===== config.mk =====
export PLATFORM = sky130hd
export DESIGN_NAME = vpu_alu_lane
export DESIGN_NICKNAME = d
export VERILOG_FILES = /design/src/common/vpu_pkg.sv /design/src/logic/vpu_alu_lane.sv
export VERILOG_INCLUDE_DIRS = /design/src /design/src/common
export SDC_FILE = /design/constraint.sdc
export NUM_CORES = 1
export LEC_CHECK = 0
export ABC_AREA = 1
export BUFFER_PORTS_ARGS = -buffer_cell sky130_fd_sc_hd__buf_2
export CAP_MARGIN = 20
export CORE_MARGIN = 2
export CORE_UTILIZATION = 50
export DETAILED_ROUTE_END_ITERATION = 10
export PLACE_DENSITY = 0.77
export SLEW_MARGIN = 30
export SYNTH_ARGS = -nofsm -noshare
export SYNTH_HDL_FRONTEND = slang
export SYNTH_SLANG_ARGS = --single-unit

===== constraint.sdc =====
create_clock -name vclk -period 5.3
set_input_delay 0.795 -clock vclk [all_inputs]
set_output_delay 0.795 -clock vclk [all_outputs]
set_load 0.005 [all_outputs]

===== src/common/vpu_consts.svh =====
// fixed geometry of 32 regs x 4 words; funct3/funct6 cover only the kept OP-V subset
`ifndef VPU_CONSTS_SVH
`define VPU_CONSTS_SVH

// register file geometry
`define VPU_NREGS  32
`define VPU_VLEN   128
`define VPU_ELEN   32
`define VPU_VLMAX  (`VPU_VLEN / `VPU_ELEN)   // elements per register

`define VPU_AW     8    // word address into a 256-word memory

// funct3 operand source or config
`define VPU_F3_VV  3'b000
`define VPU_F3_VI  3'b011
`define VPU_F3_VX  3'b100
`define VPU_F3_CFG 3'b111

// funct6 element op
`define VPU_F6_ADD 6'b000000
`define VPU_F6_SUB 6'b000010
`define VPU_F6_AND 6'b001001
`define VPU_F6_OR  6'b001010
`define VPU_F6_XOR 6'b001011

`endif


===== src/common/vpu_pkg.sv =====
// types sized from vpu_consts.svh; vl_t is one bit wider than an element index to hold vl = 4
`default_nettype none

`include "vpu_consts.svh"

package vpu_pkg;

  typedef logic [`VPU_ELEN-1:0] elem_t;   // one element or a scalar
  typedef logic [`VPU_VLEN-1:0] vreg_t;

  typedef logic [$clog2(`VPU_NREGS)-1:0] vreg_idx_t;
  typedef logic [$clog2(`VPU_VLMAX)-1:0] elem_idx_t;

  // 0 .. VLMAX inclusive
  typedef logic [$clog2(`VPU_VLMAX):0] vl_t;

  typedef logic [`VPU_AW-1:0] mem_adr_t;

  typedef enum logic [2:0] {
    IDLE,
    CONFIG,
    LOAD,
    STORE,
    ARITH_INIT,     // one dead cycle before the element loop
    ARITH_LOOP
  } seq_state_e;

endpackage

`default_nettype wire


===== src/logic/vpu_alu_lane.sv =====
// one 32-bit element per call; the immediate is zero-extended, sub is vs2 minus operand
`timescale 1ns/1ps
`default_nettype none

`include "vpu_consts.svh"

module vpu_alu_lane (
  input  vpu_pkg::elem_t     i_vs1_dat,
  input  vpu_pkg::elem_t     i_vs2_dat,
  input  vpu_pkg::elem_t     i_rs1,
  input  vpu_pkg::vreg_idx_t i_imm,      // vs1 field
  input  logic [2:0]         i_funct3,
  input  logic [5:0]         i_funct6,
  output vpu_pkg::elem_t     o_res,
  output logic               o_ok
);
  import vpu_pkg::*;

  elem_t opnd;
  logic  src_ok;

  // second operand source
  always_comb begin
    src_ok = 1'b1;
    case (i_funct3)
      `VPU_F3_VV: opnd = i_vs1_dat;
      `VPU_F3_VX: opnd = i_rs1;
      `VPU_F3_VI: opnd = elem_t'(i_imm);   // zero-extend
      default: begin
        opnd   = i_vs1_dat;
        src_ok = 1'b0;
      end
    endcase
  end

  always_comb begin
    o_ok = src_ok;
    case (i_funct6)
      `VPU_F6_ADD: o_res = i_vs2_dat + opnd;
      `VPU_F6_SUB: o_res = i_vs2_dat - opnd;
      `VPU_F6_AND: o_res = i_vs2_dat & opnd;
      `VPU_F6_OR:  o_res = i_vs2_dat | opnd;
      `VPU_F6_XOR: o_res = i_vs2_dat ^ opnd;
      default: begin
        o_res = '0;
        o_ok  = 1'b0;   // sequencer drops the write
      end
    endcase
  end

endmodule

`default_nettype wire


After elaboration in Yosys (flattened, before gate mapping):

Index checks and enable logic that the tools add are counted.

* add/subtract/negate cells: 2
* eq/ne operators: 6
* muxes and demuxes: 4
* bitwise operators: 3
* reductions and logical operators: 4

Operators by type and width (number)
* one-hot mux 32 bit (5 select lines): 1
* one-hot mux 32 bit (2 select lines): 1
* adder 32 bit: 1
* AND 32 bit: 1
* OR 32 bit: 1
* subtractor 32 bit: 1
* bitwise XOR 32 bit: 1
* == test 6 x 4 -> 1 bit, second input constant: 3
* == test 6 x 2 -> 1 bit, second input constant: 1
* logical NOT 6 bit: 1
* OR reduction 5 bit: 1
* == test 3 x 2 -> 1 bit, second input constant: 1
* == test 3 bit, second input constant: 1
* logical NOT 3 bit: 1
* OR reduction 3 bit: 1
* 2-to-1 mux 1 bit: 2

* register bits: 0
* input port bits: 110
* output and inout bits: 33

Longest topological paths before layout:

Gate-level depths: netlist of run 1.

* depth after elaboration: 4
* mapped depth: 30

Least setup slack after synthesis of run 1:

Ideal clock, no wire load.

* path kind: input to output
* start point: in i_funct3[2]
* end point: out o_res[23]
* data arrival time: 3.727 ns
* setup slack: 0.778 ns
* stages on the path: 25
* path through: buf_6 -> inv_4 -> nand3_4 -> buf_6 -> nand3_1 -> nand2_2 -> inv_2 -> nand2_1 -> nor2_4 -> nand3_1 -> o31ai_2 -> nand2_1 -> nand2_1 -> nand2_1 -> ha_1 -> nand2_1 -> nor2_1 -> inv_1 -> nor3_1 -> o21ai_0 -> nand3_1 -> a21oi_1 -> or2_2 -> nand3_1 -> nand2_1

* longest elaborated chain between the ends: 4
* elaborated cells on any way between the ends: 9
* those cells by class: add/sub: 2; eq/ne: 2; mux: 2; bitwise: 3

RTL lines
* start: declaration: line vpu_alu_lane.sv:12 `input logic [2:0] i_funct3,`
* == test 3 x 2 -> 1 bit or == test 3 bit (tied branches): line vpu_alu_lane.sv:25 `case (i_funct3)`
* one-hot mux 32 bit (2 select lines) *: line vpu_alu_lane.sv:25
* subtractor 32 bit, or another cell as far along: line vpu_alu_lane.sv:40 `` `VPU_F6_SUB: o_res = i_vs2_dat - opnd; ``
* one-hot mux 32 bit (5 select lines) *: line vpu_alu_lane.sv:38 `case (i_funct6)`
* end: declaration: line vpu_alu_lane.sv:14 `output vpu_pkg::elem_t o_res,`

Mark *: on every way between the ends. The rest lies on a longest branch, timed or not.

Worst setup path after layout of run 1:

* start point: in i_funct3[0]
* end point: out o_res[21]

Same word-level chain as after synthesis.

==> results of run 1 <==
final cells by class:
type                       instances  area share, %
multi-input combinational        704           73.2
timing repair buffer             171           15.3
tap                              133           2.67
inverter                         145           8.81
per-layer routing:
metal,GRT usage [%],vias up,routed length [um],part of all wire (%)
met5,0,-,0,0
met4,4.57,0,247,1.5
met3,1.68,26,1270,7.6
met2,47.9,259,7580,45
met1,41.0,2756,7620,46
li1,-,3164,-,-
timing repair:
action	4_1_cts	5_1_grt
gates resized for setup	0	50
buffers inserted	0	10
setup endpoints to repair	0	19
power breakdown:
| part | internal [mW] | total [mW] | switching, mW |
|---|---|---|---|
| clock | 0 | 0 | 0 |
| combinational | 0.237 | 0.629 | 0.392 |
| sequential | 0 | 0 | 0 |
through the flow:
stage,worst slack (ns),instances,power (mW),TNS [ns],utilization [%]
after floorplan,0.778,871,0.398,0,-
after global placement,0.128,1141,0.570,0,60.6
after detailed placement,0.0199,1141,0.578,0,60.6
after CTS,0.0108,1141,0.581,0,60.6
after global routing,-0.100,1153,0.705,-0.371,63.5
final,0.0478,1153,0.629,0,63.5
cells in the mapped netlist (2+ instances only):
cell and instances:
nand2_1 199, inv_1 128, ha_1 94, nor2_1 74, nand3_1 70, a21oi_1 57, o21ai_0 52, xor2_1 28
nand2_2 20, inv_2 16, clkbuf_1 15, o2111ai_1 15, a221oi_1 13, nor2_4 11, or2_2 11, nor3_1 7
nand3_2 6, buf_6 5, nand2_4 5, nand4_1 5, buf_2 4, o21ai_1 4, a21o_1 3, nand3b_1 3
o31ai_1 3, a31oi_1 2, nor2_2 2, o21bai_1 2, o221ai_1 2
kinds of logic after synthesis:
| kind of cell | count (synthesis) |
|---|---|
| compound gates | 162 |
| xor+xnor | 29 |
| simple gates | 416 |
| fa+ha+maj | 95 |
| buf+inv | 169 |
critical path, cell delays in order:
cell	delay (ns)
clkbuf_4	0.16
nor2_4	0.24
nand2_8	0.12
nand2_8	0.10
nor2_1	0.06
nor2_2	0.15
nand2_2	0.10
nor2_4	0.23
nand2_4	0.11
o21ai_0	0.26
xor2_1	0.19
ha_1	0.30
a21o_1	0.23
a21oi_1	0.13
nand3_1	0.20
a21oi_1	0.19
inv_1	0.11
nand2_1	0.07
nand2_1	0.10
or2_2	0.30
nand3_1	0.07
nand2_1	0.10
buf_2	0.14
worst paths after layout:
kind,endpoint
min,o_res[1]
max,o_res[21]
==> results_dict.tcl, run 1 <==
set metrics [dict create \
    grt_max_degree 34 \
    ctsHoldBuffers 0 \
    chipWidth_um 105 \
    yosysUniqueCellTypes 44 \
    port_buffers 143 \
    max_freq_mhz 190 \
    synth_area_leaders "ha_1 23%, nand2_1 15%, inv_1 9.5%" \
    synth_compound_area_share_pct 19.3 \
    multiInputGateArea_um2 4560 \
    final_cell_mix "195 x nand2_1, 141 x buf_2, 125 x inv_1, 90 x ha_1, 74 x nor2_1" \
    drive_above_1_share_pct 27.1 \
    grt-ovfl-total 0 \
    critPathMaxFanout 8 \
    antennaDiodeCount 0 \
    ys_warn_count 0 \
    start_util_pct 51.6 \
    ir_worst_vdd_mv 0.0513 \
    die-area_um2 10900 \
    clock_buffers 0 \
    arrival_ns 4.46 \
    gp_congestion 1.05 \
    hp-class "in -> out" \
    worstSetupStartpointType "primary input" \
    crit_path_end_kind "primary output" \
    synth-xor-area-share_pct 5.02 \
    ys_seq_area_share_pct 0 \
    crit_start "i_funct3[0]" \
    fp.dieH_um 105 \
    design.seq.count 0 \
    finalNetCount 1227 \
    dpl_cell_area_um2 5950 \
    synthMuxAreaShare_pct 0 \
    antenna_found_initial 0 \
    holdPathStages 4 \
    drv_slew 0 \
    route.detailed.drc 0 \
    ios 143 \
    routedWlPerCell_um 14.5 \
    yosys.area_share.simple_pct 38.6 \
    maxSlewHeadroom_pct 42.4 \
    nFillCells 980 \
    grt_first_pass_wirelength_mm 26.4 \
    synth_fp_nets 1076 \
    syn_inst 871 \
    worstMarginPinSlew_ns 0.863 \
    final-hold-violation-count 0 \
    wl_mm 16.7 \
    timing.hold.ws_ns 2.00 \
    leakagePower_nw 3.66 \
    status "finished clean" \
    seqCellArea_um2 0 \
    timing.final.crit_share_pct 99.1 \
    finalInstanceArea_um2 6240 \
    via_count 6205 \
    drtPass1Iterations 5 \
    maxCapViolCount 0 \
    grt_pass1_vias 5719 \
    rsz0062_at_grt "true" \
    powerDensity_nw_per_um2 101 \
    synth_top_family_by_area "simple AND/OR/NAND/NOR gates" \
    area.growth.synth_to_final_pct 23.2 \
    grt_util_all_layers_pct 28.6 \
    synth_top_area_cell "ha_1" \
    hpwl_mm 13.5 \
    final_common_cell "nand2_1" \
    final.min_clock_period_ns 5.25 \
    final_antenna_net_count 0 \
    coreArea_um2 9820 \
    hold_start "i_vs2_dat[1]" \
    rows 36 \
    syn_area_um2 5060 \
    crit_type "in -> out" \
    synth_top_cell_area_share_pct 23.2 \
    cp.required_ns 4.51 \
    synth_adder_area_share_pct 23.6 \
    finalSetupViolCount 0 \
    drtIter0Drc 416 \
    syn_avg_cell_area_um2 5.81 \
    avgViaCountPerCell 5.38 \
]
Note: power is estimated with default switching activity, not from simulation.
==> inputs of run 2 (changes only) <==
--- a/config.mk
+++ b/config.mk
@@ -6,13 +6,12 @@
 export SDC_FILE = /design/constraint.sdc
 export NUM_CORES = 1
 export LEC_CHECK = 0
-export ABC_AREA = 1
 export BUFFER_PORTS_ARGS = -buffer_cell sky130_fd_sc_hd__buf_2
 export CAP_MARGIN = 20
 export CORE_MARGIN = 2
-export CORE_UTILIZATION = 50
+export CORE_UTILIZATION = 55
 export DETAILED_ROUTE_END_ITERATION = 10
-export PLACE_DENSITY = 0.77
+export PLACE_DENSITY = 0.85
 export SLEW_MARGIN = 30
 export SYNTH_ARGS = -nofsm -noshare
 export SYNTH_HDL_FRONTEND = slang
==> run 2 against run 1 <==
Compared with the run above:
- the run now ends with setup timing left
- critical path type unchanged
- critical path depth unchanged
- highest routed layer unchanged
- non-clock buffer count grew 112
- fmax decreased by 11%
- final cell count decreased by 7.7%
- wire length is 5.1% higher
==> results_dict.tcl, run 2 <==
set metrics [dict create \
    status "finished with violations" \
    violations "setup timing" \
    cp_cell_sequence "buf_6, or3b_4, o32a_1, a22o_1, nand4b_4, buf_4, buf_4, buf_6, or3_4, o21ai_2, xnor2_1, ha_1, o211ai_1, a31o_2, a21o_1, buf_4, a211o_1, nand4_1, a31o_2, a21oi_2, xor2_1, o22ai_1, buf_2" \
    drv_slew 0 \
    final_antenna_net_count 0 \
    drive_above_1_share_pct 36.3 \
    worstMarginPinSlew_ns 0.958 \
    synth_fp_nets 920 \
    grt_pass1_vias 6281 \
    final.min_clock_period_ns 5.90 \
    chipWidth_um 96.6 \
    synth_top_area_cell "ha_1" \
    wl_mm 17.6 \
    seqCellArea_um2 0 \
    grt-ovfl-total 0 \
    crit_path_end_kind "primary output" \
    arrival_ns 5.10 \
    finalSetupViolCount 19 \
    final-hold-violation-count 0 \
    grt_util_all_layers_pct 34.5 \
    yosysMostFrequentCell "ha_1" \
    post-route-util_pct 82.0 \
    maxSlewHeadroom_pct 36.0 \
    worst_path_most_repeated_cell "buf_4" \
    gp_congestion 0.960 \
    clock_buffers 0 \
    grt_max_degree 54 \
    port_buffers 143 \
    hp-class "in -> out" \
    avgViaCountPerCell 5.99 \
    coreArea_um2 8260 \
    worstSetupStartpointType "primary input" \
    syn_avg_cell_area_um2 6.60 \
    setup_ws_ns -0.598 \
    max_freq_mhz 170 \
    multiInputGateArea_um2 4530 \
    dp.cells 1041 \
    routedWlPerCell_um 16.5 \
    finalNetCount 1165 \
    ys_seq_area_share_pct 0 \
    crit_buf_inv 6 \
    rows 33 \
    cpPeakStageDelay_ns 0.41 \
    drtPass1Iterations 5 \
    crit_slowest_cell "or3b_4" \
    ios 143 \
    rsz0062_at_grt "true" \
    antenna_found_initial 0 \
    critPathMaxFanout 4 \
    maxCapViolCount 0 \
    yosysUniqueCellTypes 54 \
    start_util_pct 57.2 \
    grt_first_pass_wirelength_mm 28.1 \
    die-area_um2 9340 \
    cp.required_ns 4.51 \
    synth_top_cell_area_share_pct 24.9 \
    drtIter0Drc 380 \
    synth_area_leaders "ha_1 25%, xnor2_1 8.2%, o22ai_1 7.6%" \
    area.growth.synth_to_final_pct 43.5 \
    crit_type "in -> out" \
    route.detailed.drc 0 \
    syn_area_um2 4720 \
    critPathTopFamily "compound AO/OA/AOI/OAI gates" \
    design.seq.count 0 \
    final_common_cell "buf_2" \
    syn_inst 715 \
    nFillCells 553 \
    ys_warn_count 0 \
    timing.final.crit_share_pct 111 \
    fp.dieH_um 96.6 \
    ys_top_cells_by_count "94 x ha_1, 89 x nand2_1, 82 x inv_1" \
    hpwl_mm 13.1 \
    via_count 6374 \
    final_cells 1064 \
    ctsHoldBuffers 0 \
    final_cell_mix "141 x buf_2, 135 x buf_4, 93 x ha_1, 82 x nand2_1, 82 x inv_1" \
]
==> run 2: changes by cell type after synthesis, sizes merged, moves of 14 or more <==
| cell | previous run | this run |
|---|---|---|
| nand2 | 224 | 90 |
| nand3 | 77 | 10 |
| inv | 145 | 82 |
| o22ai | 1 | 57 |
| nor2 | 88 | 34 |
| xnor2 | 1 | 44 |
| a22oi | 0 | 31 |
| o2111ai | 15 | 0 |
| a21o | 3 | 17 |
| mux2i | 0 | 14 |
| xor2 | 28 | 14 |
==> run 2: repair_timing <==
action	in CTS	in global routing
buffers inserted	13	11
gates resized for setup	50	24
setup endpoints to repair	18	20
gates cloned	0	0
hold endpoints to repair	0	0
pin swaps	38	41
==> run 2: final cells by class <==
cell class                      count  area share, %
Tap cell                          105           1.94
Multi-Input combinational cell    593           66.9
Inverter                           82           4.54
Timing Repair Buffer              283           26.5
Antenna cell                        1         0.0369
==> run 2: per-stage QoR <==
stage               setup WS, ns  setup TNS (ns)  cell area [um^2]  hold WS [ns]
CTS                       -0.472           -3.84              6600          2.08
detailed placement        -0.770           -6.72              6340          2.09
global placement          -0.603           -5.22              6340          2.07
finish                    -0.598           -7.80              6770          2.08
floorplan                 -0.308           -1.14              4780          1.78
global route              -0.860          -11.07              6770          2.12
==> run 2: layer usage <==
metal	GRT usage, %	part of all wire, %	up-vias
met2	58.7	47	315
li1	-	-	3033
met3	5.49	8.0	61
met4	14.5	3.6	0
met5	0	0	-
met1	43.0	41	2965
==> run 2: worst paths after layout <==
path / from / to / slack [ns] / cells past startpoint
worst max-delay path: i_funct3[1] / o_res[29] / -0.60 / 23
worst min-delay path: i_vs2_dat[0] / o_res[0] / 2.08 / 5
==> run 2: cells by family (layout without fill, tap and decap cells) <==
kind of cell | count (synthesis) | count (layout) | share of synthesized area, %
other cells | 0 | 1 | 0
compound gates | 237 | 237 | 31.7
mux | 14 | 14 | 2.97
simple gates | 189 | 189 | 19.1
xor+xnor | 58 | 58 | 10.8
buf+inv | 122 | 365 | 10.2
fa+ha+maj | 95 | 95 | 25.3
==> inputs of run 3 (changes only) <==
--- a/config.mk
+++ b/config.mk
@@ -12,6 +12,7 @@
 export CORE_UTILIZATION = 55
 export DETAILED_ROUTE_END_ITERATION = 10
 export PLACE_DENSITY = 0.85
+export SKIP_LAST_GASP = 1
 export SLEW_MARGIN = 30
 export SYNTH_ARGS = -nofsm -noshare
 export SYNTH_HDL_FRONTEND = slang
==> run 3 against run 2 <==
Compared with the run above:
- the flow still finishes with violations (setup timing)
- cell area fell by 0.20%
- non-clock buffer count rose by 1
- fmax grew 0.12%
- core utilization is 0.17 points lower
- first-iteration DRC count up 2.4%
- global-route usage is 0.24 points lower
==> results_dict.tcl, run 3 (synthesis gave the netlist of run 2 again) <==
set metrics [dict create \
    rows 33 \
    grt-ovfl-total 0 \
    leakagePower_nw 3.72 \
    final-hold-violation-count 0 \
    drtIter0Drc 389 \
    status "finished with violations" \
    maxSlewHeadroom_pct 37.2 \
    final_antenna_net_count 0 \
    setup_ws_ns -0.591 \
    maxCapViolCount 0 \
    ios 143 \
    post-route-util_pct 81.8 \
    chipWidth_um 96.6 \
    route.detailed.drc 0 \
    avgViaCountPerCell 6.08 \
    grt_util_all_layers_pct 34.2 \
    power_mw 0.875 \
    powerDensity_nw_per_um2 129 \
    via_count 6466 \
    violations "setup timing" \
    grt_max_degree 54 \
    grtUsageMet1_pct 42.8 \
    finalSetupTns_ns -8.18 \
    design.seq.count 0 \
    met2_usage_pct 59.1 \
    cp.required_ns 4.51 \
    finalNetCount 1166 \
    start_util_pct 57.2 \
    grt_pass1_vias 6278 \
    finalInstanceArea_um2 6760 \
    drv_slew 0 \
    hp-class "in -> out" \
    top_usage_layer "met2" \
    holdPathStages 5 \
    rsz0062_at_grt "true" \
    wl_mm 17.9 \
    final_cells 1064 \
    arrival_ns 5.10 \
    final.min_clock_period_ns 5.89 \
    place_ws_ns -0.770 \
    finalSetupViolCount 19 \
    dpl_cell_area_um2 6340 \
    area.growth.synth_to_final_pct 43.2 \
    gp_congestion 0.960 \
    crit_path_end_kind "primary output" \
    critPathMaxFanout 5 \
    grtUsageMet3_pct 5.06 \
    antennaDiodeCount 0 \
    hpwl_mm 13.1 \
    worstSetupStartpointType "primary input" \
    drtPass1Iterations 5 \
    grt_first_pass_wirelength_mm 28.0 \
    ir_worst_vdd_mv 0.0591 \
    dp.cells 1041 \
    final_cell_mix "141 x buf_2, 137 x buf_4, 93 x ha_1, 82 x nand2_1, 82 x inv_1" \
    max_freq_mhz 170 \
    drive_above_1_share_pct 36.1 \
    antenna_found_initial 0 \
    crit_type "in -> out" \
    clock_buffers 0 \
    fp.dieH_um 96.6 \
    port_buffers 143 \
    worstMarginPinSlew_ns 0.940 \
    timing.final.crit_share_pct 111 \
    routedWlPerCell_um 16.8 \
    seqCellArea_um2 0 \
    coreArea_um2 8260 \
    die-area_um2 9340 \
    timing.hold.ws_ns 2.08 \
    final_common_cell "buf_2" \
]
[run 3: changes by cell type in the layout (fill, tap and decap cells not counted), sizes merged]
cell / previous run / this run
buf: 283 / 284
diode: 1 / 0
[run 3: final timing paths]
check | startpoint | slack (ns) | to
hold / removal | i_vs2_dat[0] | 2.08 | o_res[0]
setup / recovery | i_funct3[1] | -0.59 | o_res[29]
[run 3: worst max-delay path: stages]
cell and delay, ns:
buf_6 0.10, or3b_4 0.41, o32a_1 0.21, a22o_1 0.23, nand4b_4 0.20, buf_4 0.16
buf_4 0.12, buf_6 0.11, or3_4 0.33, o21ai_2 0.13, xnor2_1 0.08, ha_1 0.36
buf_4 0.16, a21oi_1 0.24, a21o_1 0.21, buf_4 0.14, a211o_1 0.13, nand4_1 0.18
a31o_2 0.27, a21oi_2 0.14, xor2_1 0.15, o22ai_1 0.08, buf_2 0.15
[run 3: area by class of cell]
class | instances | area [um^2]
Timing Repair Buffer | 284 | 1800
Fill cell | 550 | 1500
Multi-Input combinational cell | 593 | 4520
Tap cell | 105 | 131
Inverter | 82 | 308
[run 3: timing repair]
action,CTS,global route
pin swaps,37,40
endpoints found under the setup margin,18,21
gates cloned,0,0
hold endpoints to repair,0,0
buffers inserted,13,12
gates resized for setup,46,24
hold buffers,0,0
[run 3: layer usage]
metal	wire length (um)	part of all wire, %
met2	8410	47
met4	714	4.0
met5	0	0
met3	1610	9.0
met1	7180	40
[run 3: power by group]
part	leakage, nW	switching, mW	total (mW)	internal, mW
logic	3.72	0.454	0.875	0.421
registers	0	0	0	0
clock network	0	0	0	0
total	3.72	0.454	0.875	0.421
