==> config.mk <==
export PLATFORM = sky130hd
export DESIGN_NAME = vpu_sequencer_flat
export DESIGN_NICKNAME = d
export VERILOG_FILES = /design/src/common/vpu_pkg.sv /design/src/common/vreg_port_if.sv /design/src/logic/vpu_sequencer.sv /design/src/flat_wrapper.sv
export VERILOG_INCLUDE_DIRS = /design/src /design/src/common
export SDC_FILE = /design/constraint.sdc
export NUM_CORES = 1
export LEC_CHECK = 0
export BUFFER_PORTS_ARGS = -buffer_cell sky130_fd_sc_hd__buf_2
export CAP_MARGIN = 15
export CORE_AREA = 2 2 112 114
export DETAILED_ROUTE_END_ITERATION = 10
export DIE_AREA = 0 0 114 116
export PLACE_DENSITY_LB_ADDON = 0.15
export SYNTH_ARGS = -nofsm -noshare
export SYNTH_HDL_FRONTEND = slang
export SYNTH_SLANG_ARGS = --single-unit
==> constraint.sdc <==
create_clock -name i_clk -period 1.8 [get_ports i_clk]
set_clock_uncertainty 0.1 [all_clocks]
set_input_delay 0.09 -clock i_clk [delete_from_list [all_inputs] [get_ports i_clk]]
set_output_delay 0.09 -clock i_clk [all_outputs]
set_load 0.02 [all_outputs]
==> src/common/vpu_consts.svh <==
// fixed geometry of 32 regs x 4 words; funct3/funct6 cover only the kept OP-V subset
`ifndef VPU_CONSTS_SVH
`define VPU_CONSTS_SVH

// register file geometry
`define VPU_NREGS  32
`define VPU_VLEN   128
`define VPU_ELEN   32
`define VPU_VLMAX  (`VPU_VLEN / `VPU_ELEN)   // elements per register

`define VPU_AW     8    // word address into a 256-word memory

// funct3 operand source or config
`define VPU_F3_VV  3'b000
`define VPU_F3_VI  3'b011
`define VPU_F3_VX  3'b100
`define VPU_F3_CFG 3'b111

// funct6 element op
`define VPU_F6_ADD 6'b000000
`define VPU_F6_SUB 6'b000010
`define VPU_F6_AND 6'b001001
`define VPU_F6_OR  6'b001010
`define VPU_F6_XOR 6'b001011

`endif

==> src/common/vpu_pkg.sv <==
// types sized from vpu_consts.svh; vl_t is one bit wider than an element index to hold vl = 4
`default_nettype none

`include "vpu_consts.svh"

package vpu_pkg;

  typedef logic [`VPU_ELEN-1:0] elem_t;   // one element or a scalar
  typedef logic [`VPU_VLEN-1:0] vreg_t;

  typedef logic [$clog2(`VPU_NREGS)-1:0] vreg_idx_t;
  typedef logic [$clog2(`VPU_VLMAX)-1:0] elem_idx_t;

  // 0 .. VLMAX inclusive
  typedef logic [$clog2(`VPU_VLMAX):0] vl_t;

  typedef logic [`VPU_AW-1:0] mem_adr_t;

  typedef enum logic [2:0] {
    IDLE,
    CONFIG,
    LOAD,
    STORE,
    ARITH_INIT,     // one dead cycle before the element loop
    ARITH_LOOP
  } seq_state_e;

endpackage

`default_nettype wire

==> src/common/vreg_port_if.sv <==
// reads are combinational, the single write port commits on the clock edge
`timescale 1ns/1ps
`default_nettype none

interface vreg_port_if;
  import vpu_pkg::*;

  vreg_idx_t rd_idx_a;
  vreg_idx_t rd_idx_b;
  elem_idx_t rd_elem;    // shared by both read ports
  elem_t     rd_dat_a;
  elem_t     rd_dat_b;

  logic      we;
  vreg_idx_t wr_idx;
  elem_idx_t wr_elem;
  elem_t     wr_dat;

  modport seq (
    output rd_idx_a, rd_idx_b, rd_elem, we, wr_idx, wr_elem, wr_dat,
    input  rd_dat_a, rd_dat_b
  );

  modport rf (
    input  rd_idx_a, rd_idx_b, rd_elem, we, wr_idx, wr_elem, wr_dat,
    output rd_dat_a, rd_dat_b
  );

endinterface

`default_nettype wire

==> src/logic/vpu_sequencer.sv <==
// one instruction at a time; fields must hold until o_rdy; memory answers reads one cycle late
`timescale 1ns/1ps
`default_nettype none

`include "vpu_consts.svh"

module vpu_sequencer (
  input  logic               i_clk,
  input  logic               i_rst_n,
  input  logic               i_valid,
  input  logic               i_load,
  input  logic               i_store,
  input  logic               i_vector_op,
  input  logic [2:0]         i_funct3,
  input  logic [5:0]         i_funct6,
  input  vpu_pkg::elem_t     i_rs1,
  input  vpu_pkg::vreg_idx_t i_vd,
  input  vpu_pkg::vreg_idx_t i_vs1,
  input  vpu_pkg::vreg_idx_t i_vs2,
  input  vpu_pkg::elem_t     i_mem_rdat,
  input  vpu_pkg::elem_t     i_alu_res,
  input  logic               i_alu_ok,
  vreg_port_if.seq           vp,
  output logic               o_mem_req,
  output logic               o_mem_we,
  output vpu_pkg::mem_adr_t  o_mem_adr,
  output vpu_pkg::elem_t     o_mem_wdat,
  output logic               o_rdy,
  output vpu_pkg::vl_t       o_vl
);
  import vpu_pkg::*;

  seq_state_e state_q;
  seq_state_e state_d;

  vl_t       vl_q;
  vl_t       cnt_q;       // current element
  mem_adr_t  adr_q;
  logic      ld_pend_q;   // read issued last cycle
  elem_idx_t ld_elem_q;

  elem_idx_t cur_elem;
  logic      more;        // elements left below vl
  logic      last;        // current element is the final one
  logic      mem_cyc;

  assign cur_elem = elem_idx_t'(cnt_q);
  assign more     = (cnt_q < vl_q);
  assign last     = ((cnt_q + 1'b1) >= vl_q);
  assign mem_cyc  = (state_q == LOAD) || (state_q == STORE);

  always_comb begin
    state_d = state_q;
    case (state_q)
      IDLE: begin
        if (i_valid) begin
          if (i_load) begin
            state_d = LOAD;
          end else if (i_store) begin
            state_d = STORE;
          end else if (i_vector_op && (i_funct3 == `VPU_F3_CFG)) begin
            state_d = CONFIG;
          end else if (i_vector_op) begin
            state_d = ARITH_INIT;
          end
        end
      end
      CONFIG:     state_d = IDLE;
      LOAD:       if (!more) state_d = IDLE;   // last write lands here
      STORE:      if (last) state_d = IDLE;
      ARITH_INIT: state_d = (vl_q == '0) ? IDLE : ARITH_LOOP;
      ARITH_LOOP: if (last) state_d = IDLE;
      default:    state_d = IDLE;
    endcase
  end

  // completion strobe on the final busy cycle
  assign o_rdy = (state_q != IDLE) && (state_d == IDLE);

  always_ff @(posedge i_clk or negedge i_rst_n) begin
    if (!i_rst_n) begin
      state_q   <= IDLE;
      vl_q      <= '0;
      cnt_q     <= '0;
      adr_q     <= '0;
      ld_pend_q <= 1'b0;
    end else begin
      state_q   <= state_d;
      ld_pend_q <= (state_q == LOAD) && more;
      case (state_q)
        IDLE: begin
          cnt_q <= '0;
          if (i_valid) begin
            adr_q <= mem_adr_t'(i_rs1);   // word base
          end
        end
        CONFIG: begin
          vl_q <= (i_rs1 > elem_t'(`VPU_VLMAX)) ? vl_t'(`VPU_VLMAX) : vl_t'(i_rs1);
        end
        LOAD, STORE: begin
          if (more) begin
            cnt_q <= cnt_q + 1'b1;
            adr_q <= adr_q + 1'b1;
          end
        end
        ARITH_LOOP: cnt_q <= cnt_q + 1'b1;
        default: ;
      endcase
    end
  end

  always_ff @(posedge i_clk) begin
    ld_elem_q <= cur_elem;   // lines up with returning read data
  end

  assign o_mem_req  = mem_cyc && more;
  assign o_mem_we   = (state_q == STORE) && more;
  assign o_mem_adr  = adr_q;
  assign o_mem_wdat = vp.rd_dat_b;   // vd element during store
  assign o_vl       = vl_q;

  assign vp.rd_idx_a = i_vs1;
  assign vp.rd_idx_b = (state_q == STORE) ? i_vd : i_vs2;
  assign vp.rd_elem  = cur_elem;

  assign vp.wr_idx  = i_vd;
  assign vp.wr_elem = (state_q == LOAD) ? ld_elem_q : cur_elem;
  assign vp.wr_dat  = (state_q == LOAD) ? i_mem_rdat : i_alu_res;
  assign vp.we      = ((state_q == LOAD) && ld_pend_q) ||
                      ((state_q == ARITH_LOOP) && more && i_alu_ok);

  a_we_has_req: assert property (
    @(posedge i_clk) disable iff (!i_rst_n)
    o_mem_we |-> o_mem_req
  ) else $error("sequencer: memory write without request");

  // delayed load index included
  a_wr_below_vl: assert property (
    @(posedge i_clk) disable iff (!i_rst_n)
    vp.we |-> (vl_t'(vp.wr_elem) < vl_q)
  ) else $error("sequencer: write to element at or beyond vl");

  a_fields_held: assert property (
    @(posedge i_clk) disable iff (!i_rst_n)
    (state_q != IDLE) |-> $stable({i_load, i_store, i_vector_op, i_funct3, i_funct6,
                                   i_rs1, i_vd, i_vs1, i_vs2})
  ) else $error("sequencer: instruction fields changed while busy");

endmodule

`default_nettype wire

==> src/flat_wrapper.sv <==
// flat-port wrapper written by rule: the top's interface ports become plain ports
module vpu_sequencer_flat import vpu_pkg::*;
  (i_clk, i_rst_n, i_valid, i_load, i_store, i_vector_op, i_funct3, i_funct6, i_rs1, i_vd, i_vs1, i_vs2, i_mem_rdat, i_alu_res, i_alu_ok, o_mem_req, o_mem_we, o_mem_adr, o_mem_wdat, o_rdy, o_vl, vp_rd_idx_a, vp_rd_idx_b, vp_rd_elem, vp_we, vp_wr_idx, vp_wr_elem, vp_wr_dat, vp_rd_dat_a, vp_rd_dat_b);
  vreg_port_if vp_i ();
  input  logic i_clk;
  input  logic i_rst_n;
  input  logic i_valid;
  input  logic i_load;
  input  logic i_store;
  input  logic i_vector_op;
  input  logic [2:0] i_funct3;
  input  logic [5:0] i_funct6;
  input  vpu_pkg::elem_t i_rs1;
  input  vpu_pkg::vreg_idx_t i_vd;
  input  vpu_pkg::vreg_idx_t i_vs1;
  input  vpu_pkg::vreg_idx_t i_vs2;
  input  vpu_pkg::elem_t i_mem_rdat;
  input  vpu_pkg::elem_t i_alu_res;
  input  logic i_alu_ok;
  output logic o_mem_req;
  output logic o_mem_we;
  output vpu_pkg::mem_adr_t o_mem_adr;
  output vpu_pkg::elem_t o_mem_wdat;
  output logic o_rdy;
  output vpu_pkg::vl_t o_vl;
  output wire logic [$bits(vp_i.rd_idx_a)-1:0] vp_rd_idx_a;
  output wire logic [$bits(vp_i.rd_idx_b)-1:0] vp_rd_idx_b;
  output wire logic [$bits(vp_i.rd_elem)-1:0] vp_rd_elem;
  output wire logic [$bits(vp_i.we)-1:0] vp_we;
  output wire logic [$bits(vp_i.wr_idx)-1:0] vp_wr_idx;
  output wire logic [$bits(vp_i.wr_elem)-1:0] vp_wr_elem;
  output wire logic [$bits(vp_i.wr_dat)-1:0] vp_wr_dat;
  input wire logic [$bits(vp_i.rd_dat_a)-1:0] vp_rd_dat_a;
  input wire logic [$bits(vp_i.rd_dat_b)-1:0] vp_rd_dat_b;
  assign vp_rd_idx_a = vp_i.rd_idx_a;
  assign vp_rd_idx_b = vp_i.rd_idx_b;
  assign vp_rd_elem = vp_i.rd_elem;
  assign vp_we = vp_i.we;
  assign vp_wr_idx = vp_i.wr_idx;
  assign vp_wr_elem = vp_i.wr_elem;
  assign vp_wr_dat = vp_i.wr_dat;
  assign vp_i.rd_dat_a = vp_rd_dat_a;
  assign vp_i.rd_dat_b = vp_rd_dat_b;
  vpu_sequencer u_core (.i_clk(i_clk), .i_rst_n(i_rst_n), .i_valid(i_valid), .i_load(i_load), .i_store(i_store), .i_vector_op(i_vector_op), .i_funct3(i_funct3), .i_funct6(i_funct6), .i_rs1(i_rs1), .i_vd(i_vd), .i_vs1(i_vs1), .i_vs2(i_vs2), .i_mem_rdat(i_mem_rdat), .i_alu_res(i_alu_res), .i_alu_ok(i_alu_ok), .vp(vp_i), .o_mem_req(o_mem_req), .o_mem_we(o_mem_we), .o_mem_adr(o_mem_adr), .o_mem_wdat(o_mem_wdat), .o_rdy(o_rdy), .o_vl(o_vl));
endmodule
Yosys cells after proc, flatten, opt, wreduce, memory -nomap -nowiden. Index checks and enable logic that the tools add are counted.

Add/sub/neg operators: 2. Equal/unequal tests: 8. Order comparisons: 3. Reduce and logical (&&, ||, !) cells: 20. Multiplexer cells: 18.

Operators by type and width (count): greater-than comparator 32 x 3 -> 1 bit (second input constant) (1); two-way mux 32 bit (1); two-way mux 3 bit (10); two-way mux 8 bit (2); one-hot mux 8 bit (2 select lines) (1); one-hot mux 3 bit (4 select lines) (1); == test 3 bit (second input constant) (3); logical NOT 3 bit (3); one-hot mux 3 bit (3 select lines) (1); adder 8 x 1 -> 8 bit (second input constant) (1); logical AND 1 bit (8); == test 3 x 2 -> 1 bit (second input constant) (2); nonzero test 3 bit (2); two-way mux 5 bit (1); OR reduction 2 bit (2); adder 3 x 1 -> 3 bit (second input constant) (1); == test 3 x 1 -> 1 bit (second input constant) (1); greater-or-equal comparator 3 bit (1); less-than comparator 3 bit (1); AND reduction 3 bit (1); logical OR 1 bit (2); two-way mux 2 bit (1); inequality test 2 x 1 -> 1 bit (second input constant) (1); inequality test 2 bit (second input constant) (1); other kinds (2) (2).

Register bits: 20. Input bits: 191. Output and inout port bits: 98. Logic and storage cells: 57.

Longest topological paths before layout. Gate-level depths: netlist (run 1).

Depth after elaboration: 9. Depth in mapped cells: 7. Depth with buffers taken out: 7.

Worst setup path before layout (run 1). OpenSTA, ideal clock, no wires.

Kind: flip-flop to output port. Start point: reg u_core.cnt_q[0]. End point: out o_rdy. Setup slack: -0.528 ns. Path buffers: 0. Stages on the path, launching flop included: 8. Data required time: 1.610 ns. Arrival: 2.138 ns. Cells stage by stage: dfrtp_1 > ha_1 > xor2_1 > ha_1 > nand2_1 > o21ai_1 > o221ai_1 > nor4_2.

Word-level cells in the longest chain between the ends: 6. Elaborated cells between the ends (all ways): 8. Classes of those cells: add/sub: 1; order compare: 2; mux: 3; reduce/logical: 2.

Ends and longest elaborated chain: from (decl) (RTL line vpu_sequencer.sv:37) `vl_t cnt_q;`; from (signal assigned) (RTL line vpu_sequencer.sv:102) `cnt_q <= cnt_q + 1'b1;`; from (signal assigned) (RTL line vpu_sequencer.sv:106) `ARITH_LOOP: cnt_q <= cnt_q + 1'b1;`; adder 3 x 1 -> 3 bit (RTL line vpu_sequencer.sv:49) `assign last = ((cnt_q + 1'b1) >= vl_q);`; greater-or-equal comparator 3 bit (RTL line vpu_sequencer.sv:49); two-way mux 3 bit (RTL line vpu_sequencer.sv:70, vpu_sequencer.sv:72); one-hot mux 3 bit (4 select lines) * (RTL line vpu_sequencer.sv:54) `case (state_q)`; via u_core.state_d[1] (RTL line vpu_sequencer.sv:34) `seq_state_e state_d;`; logical NOT 3 bit * (RTL line vpu_sequencer.sv:78) `assign o_rdy = (state_q != IDLE) && (state_d == IDLE);`; logical AND 1 bit * (RTL line vpu_sequencer.sv:78); to (decl) (RTL line flat_wrapper.sv:24) `output logic o_rdy;`.

Mark *: on every way through the listed nets, which the timed path passes. The rest lies on a longest branch.

Final worst setup path (run 1). Same ends and word-level chain as after synthesis.

==> results of run 1 <==
## per-layer routing
layer	track usage	vias up
met2	0.261	144
met1	0.153	1174
met5	0	-
li1	-	1237
met4	0.0276	0
met3	0.0199	8
## synthesized netlist by cell type, types with 2 or more instances
cell type / number
nor2_1: 12
xnor2_1: 2
buf_6: 2
ha_1: 8
mux2_2: 37
o21ai_0: 6
nor4_1: 6
a22oi_1: 2
nand4_1: 3
o2bb2a_1: 5
a31o_2: 2
and3_1: 2
a31oi_1: 4
buf_2: 8
o22ai_1: 5
nor3_1: 5
nand2_1: 13
nor2b_1: 2
mux2i_1: 2
dfxtp_1: 2
o311ai_0: 2
inv_1: 9
nand2b_1: 3
nand3_1: 12
a21oi_1: 7
buf_4: 44
dfrtp_1: 18
clkbuf_1: 2
a21o_1: 3
## worst max-delay path: cells and delay by family, from the launching register on
family,cells,cell delay [ps]
xor gates and xnor gates,1,150
adders and majority gates,2,480
buffers and inverters,1,180
DFF,1,420
AOI/OAI and AO/OA,2,450
and+or+nand+nor,2,270
## worst min-delay path by stage
stage | from | end | slack [ps] | cells past startpoint
floorplan | i_rst_n | u_core.cnt_q[0] | -310 | 0
global placement | i_rst_n | u_core.o_mem_adr[4] | -20 | 1
detailed placement | i_rst_n | u_core.o_mem_adr[4] | -20 | 1
CTS | i_rs1[2] | u_core.o_vl[2] | 10 | 3
global route | i_rs1[2] | u_core.o_vl[2] | 20 | 3
finish | i_rs1[2] | u_core.o_vl[2] | 20 | 3
## cell type report
| cell class | count | area share |
|---|---|---|
| sequential | 20 | 0.118 |
| tap | 147 | 0.0440 |
| clock buffer | 4 | 0.0213 |
| timing repair buffer | 237 | 0.422 |
| multi-input combinational | 163 | 0.385 |
| inverter | 9 | 0.00929 |
## power groups by stage
stage	clock network (mW)	registers (mW)	logic, mW
floorplan	0	0.893	2.39
global placement	0	0.789	3.77
detailed placement	0	0.795	3.77
CTS	0.534	0.800	5.86
global route	0.555	0.831	6.27
finish	0.513	0.804	5.88
## state kept, by name, summed over array words and instances, names as in the netlist
name / flops
u_core.cnt_q: 3
u_core.ld_elem_q: 2
u_core.ld_pend_q: 1
u_core.o_mem_adr: 8
u_core.o_vl: 3
u_core.state_q: 3
## through the flow
stage	instance area (um2)	power [mW]	TNS (ps)
after floorplan	2230	3.29	-1130
after global placement	3180	4.56	-2210
after detailed placement	3180	4.57	-2490
after CTS	4080	7.19	-12590
after global routing	4180	7.66	-11360
final	4180	7.20	-7050
## cells by family after synthesis
kind of cell	count (synthesis)
xor gates and xnor gates	3
adders and majority gates	8
DFF	20
buffers and inverters	65
and+or+nand+nor	66
AOI/OAI and AO/OA	46
muxes	40
## timing repair
item                                    CTS  global route
gates resized for setup                 148            37
pin swaps                                 8             6
endpoints found under the hold margin    18             0
setup buffers                            19             7
cloned                                    4             0
endpoints found under the setup margin   57            57
hold buffers                              1             0
==> flow_summary.yaml, run 1 <==
cells_and_area:
  antenna_cells: 0
  post-route-util: 0.351
  ff_latch_area_um2: 494
  multi_input_area_mm2: 0.00161
  final_common_cell: "buf_2"
  drive_gt1_frac: 0.727
  n_fill_cell: 1209
  layout_common_cells: "buf_2 (133), buf_6 (51), buf_4 (43)"
  area_delta_synth_final_pct: 90.4
  layout.nets: 633
  final_cell_count_no_fill: 580
placed_design:
  io_buffers: 176
  dp.cells: 551
  gp_congestion: 0.801
  dp_hpwl_mm: 7.13
  preCtsSetupSlack_ps: -345
worst_setup_path:
  reg2regPathDepth: 6
  crit_fanout: 4
  timing.critical_path.to: "o_rdy"
  cpMaxStageDelayCell: "dfrtp_2"
  rr_startpoint: "u_core.o_vl[2]"
  cp-end-kind: "output port"
  worstPathRequired_ps: 1610
  start_kind: "register"
  criticalPathCategory: "register to output port"
  startpoint: "u_core.cnt_q[0]"
  worstPathArrival_ps: 2210
  r2r_end: "u_core.cnt_q[1]"
  reg2reg_setup_slack_ps: -290
  cp_cell_sequence: "ha_4 > xor2_1 > ha_1 > nand2_1 > o21ai_4 > o221ai_1 > nor4_4 > buf_4"
  slowest_delay_ps: 420
clocking:
  clk_latency_ps: 250
  clock_path_buffers: 2
  clk_pin_slew_worst_paths_ps: 60
  cts_buffers: 3
  cts_max_level: 1
  cts_root_buf: "clkbuf_16"
  cts_sinks: 20
  cts_tree: "yes"
die:
  initial_core_util: 0.184
  dieWidth_um: 114
  core_area_mm2: 0.0119
  pin_count: 289
  die_y_um: 116
  dieArea_mm2: 0.0132
  rows: 40
timing:
  finalHoldViolCount: 0
  hold_slack_ps: 18.2
  fin_crit_ps: 2400
  relSlewSlack: 0.665
  worst_pin_slew_ps: 498
  post-route-period-util: 1.33
  timing_max_transition_violations_final: 0
  setup_violations: 50
  rsz0062_at_grt: "yes"
  finalWorstSetupSlack_ps: -597
  max_freq_mhz: 417
power:
  p_int_mw: 4.19
  leakage_nw: 2.14
  irDropWorstVdd_uv: 436
  power_switching_mw: 3.01
  p_per_area_mw_per_mm2: 1720
  combPwrFrac: 0.817
  seq_power_share: 0.112
  p_clk_frac: 0.071
  p_sw_frac: 0.418
yosys:
  synth_compound_area_frac: 0.155
  synth_fa_ha_area_frac: 0.0456
  syn_area_per_cell_um2: 8.84
  synth_top_family_by_area: "multiplexers"
  synth-xor-area-share: 0.0120
  synth_enable_flop_cells: 0
  synth-seq-cells: 20
  ys_warn_count: 0
  synth_fp_nets: 447
  synthArstFlopShare: 0.900
  yosysTopAreaCellShare: 0.205
  synthCells: 248
  synthDistinctLibCells: 49
  yosys.area_share.simple: 0.161
  synthFlopType: "dfrtp_1"
  synthTopCellsByArea: "dfrtp_1 (21%), mux2_2 (19%), buf_4 (15%)"
  synthMuxAreaShare: 0.204
  syn-cell-area_mm2: 0.00219
  ys_seq_area_frac: 0.224
  yosysTopAreaCell: "dfrtp_1"
grt:
  grt_pass1_wl_mm: 13.6
  antenna_found_initial: 0
  overflow: 0
  grt_pass1_vias: 2566
  grt_start_max_net_pins: 19
  track_usage: 0.133
outcome:
  violations: "setup timing"
  status: "complete, but fails checks"
routing:
  dr.first_iter.drc_count: 89
  drcViolationCount: 0
  wl_met1_mm: 3.71
  avgViaCountPerCell: 4.42
  drtPass1Iterations: 4
  met3WireLength_um: 765
  dr_wl_met2_mm: 4.96
  via_count: 2563
  wirelength_mm: 9.55
  routed.top_layer: "met4"
  wl_per_cell_um: 16.5
  ant_nets: 0
min_path:
  hold_class: "input port to register"
flow_run:
  max_cap_viol_count: 0
Power figures use the tool's default switching activity.
==> run 2, diff against run 1 <==
--- a/config.mk
+++ b/config.mk
@@ -6,11 +6,11 @@
 export SDC_FILE = /design/constraint.sdc
 export NUM_CORES = 1
 export LEC_CHECK = 0
-export BUFFER_PORTS_ARGS = -buffer_cell sky130_fd_sc_hd__buf_2
 export CAP_MARGIN = 15
 export CORE_AREA = 2 2 112 114
 export DETAILED_ROUTE_END_ITERATION = 10
 export DIE_AREA = 0 0 114 116
+export DONT_BUFFER_PORTS = 1
 export PLACE_DENSITY_LB_ADDON = 0.15
 export SYNTH_ARGS = -nofsm -noshare
 export SYNTH_HDL_FRONTEND = slang
==> run 2 against run 1 <==
Effect of this change: the flow still finishes with violations (setup timing); non-clock buffer count decreased by 166; worst setup slack got worse by 43 ps; first-iteration DRC count increased by 13%; largest cell class is now multi-input gates; via count decreased by 23%; die area unchanged; core utilization decreased by 9.2 points; clock power increased by 6.8%; global-route usage decreased by 0.49 points.
==> flow_summary.yaml, run 2 (same netlist as run 1, synthesis figures left out) <==
outcome:
  status: "complete, but fails checks"
  violations: "setup timing"
clocking:
  cts_tree: "yes"
  clk_pin_slew_worst_paths_ps: 70
  cts_sinks: 20
  cts_root_buf: "clkbuf_16"
  cts_max_level: 1
  clk_latency_ps: 260
  clock_path_buffers: 2
  cts_buffers: 3
timing:
  post-route-period-util: 1.36
  rsz0062_at_grt: "yes"
  max_freq_mhz: 410
  finalHoldViolCount: 0
  worst_pin_slew_ps: 971
  fin_crit_ps: 2440
  relSlewSlack: 0.350
  setup_violations: 51
  setup-tns-final_ps: -7440
  hold_slack_ps: 28.0
  finalWorstSetupSlack_ps: -640
  timing_max_transition_violations_final: 0
grt:
  track_usage: 0.129
  antenna_found_initial: 0
  grt_pass1_wl_mm: 12.3
  grt_pass1_vias: 2084
  grt_start_max_net_pins: 19
  overflow: 0
routing:
  drcViolationCount: 0
  drtPass1Iterations: 5
  via_count: 1972
  wirelength_mm: 9.24
  avgViaCountPerCell: 4.76
  wl_per_cell_um: 22.3
  ant_nets: 0
  dr.first_iter.drc_count: 101
worst_setup_path:
  reg2reg_setup_slack_ps: -260
  worstPathArrival_ps: 2250
  r2r_end: "u_core.o_mem_adr[4]"
  cpMaxStageDelayCell: "dfrtp_2"
  start_kind: "register"
  slowest_delay_ps: 430
  criticalPathCategory: "register to output port"
  rr_startpoint: "u_core.cnt_q[0]"
  cp_cell_sequence: "ha_4 > xor2_1 > ha_1 > nand2_2 > o21ai_4 > o311ai_4 > nor4_4 > buf_4"
  worstPathRequired_ps: 1610
  cp-end-kind: "output port"
  crit_fanout: 4
  reg2regPathDepth: 10
min_path:
  hold_path_depth: 2
  hold_start: "i_rs1[6]"
  whs_endpoint: "u_core.o_mem_adr[6]"
  hold_class: "input port to register"
power:
  total_power_mw: 6.23
  irDropWorstVdd_uv: 630
  p_per_area_mw_per_mm2: 2020
  leakage_nw: 1.42
cells_and_area:
  final_common_cell: "buf_4"
  antenna_cells: 0
  n_fill_cell: 1272
  layout_common_cells: "buf_4 (49), mux2_4 (38), dfrtp_1 (16)"
  area_delta_synth_final_pct: 40.6
  final_area_mm2: 0.00308
  drive_gt1_frac: 0.513
  largest_reg_flops: 8
  layout.nets: 467
die:
  dieArea_mm2: 0.0132
  initial_core_util: 0.184
  pin_count: 289
  die_y_um: 116
  rows: 40
  dieWidth_um: 114
  core_area_mm2: 0.0119
placed_design:
  dp_hpwl_mm: 7.05
  postPlaceCellArea_mm2: 0.00239
  gp_congestion: 0.728
  io_buffers: 0
flow_run:
  max_cap_viol_count: 0
[run 2: cell types whose count changed in the layout (fill, tap and decap cells not counted), moves of 4 or more]
cell,before,now
buf_2,133,0
buf_4,43,49
o2bb2a_1,0,5
buf_6,51,7
dlygate4sd3_1,1,5
o2bb2a_2,4,0
[run 2: layout make-up]
cell class / instances / area [um2] / area share
Sequential cell: 20 / 493 / 0.160
Tap cell: 147 / 184 / 0.0597
Clock buffer: 4 / 88.8 / 0.0288
Timing Repair Buffer: 71 / 712 / 0.231
Multi-Input combinational cell: 163 / 1570 / 0.510
Inverter: 9 / 33.8 / 0.0110
[run 2: worst max path at each step]
stage	from	end	slack (ps)	cells after the start
CTS	u_core.cnt_q[0]	o_rdy	-620	8
global placement	u_core.cnt_q[0]	o_rdy	-330	8
floorplan	u_core.cnt_q[0]	o_rdy	-260	7
detailed placement	u_core.cnt_q[0]	o_rdy	-340	8
finish	u_core.cnt_q[0]	o_rdy	-640	8
global route	u_core.cnt_q[0]	o_rdy	-700	8
[run 2: power breakdown]
group	internal, mW	switching (mW)
logic	2.46	2.43
registers	0.629	0.168
clock network	0.341	0.207
[run 2: timing repair]
action                     in CTS  in global routing
cloned                          5                  1
buffers inserted                9                  6
setup endpoints to repair      57                 58
hold buffers                    5                  0
resized for setup              69                 16
hold endpoints to repair       24                  0
pin swaps                       7                  7
[run 2: worst max-delay path: cells and delay by family, from the launching register on]
kind	cells	cell delay, ps
compound gates	2	380
xor+xnor	1	150
fa+ha+maj	2	490
buf+inv	1	180
flops	1	430
simple gates	2	350
[run 2: metal layers]
metal  vias to the layer above  GRT usage  wire length [um]
met1                       903      0.144              3450
met2                       152      0.247              4860
met5                         -          0                 0
met3                         9     0.0225               813
li1                        908          -                 -
met4                         0     0.0390               122
[run 2: per-stage QoR]
step	worst slack [ps]	utilization	cells
floorplan	-257	-	248
global placement	-327	0.201	388
detailed placement	-344	0.201	388
CTS	-623	0.254	411
global route	-704	0.259	414
finish	-640	0.259	414
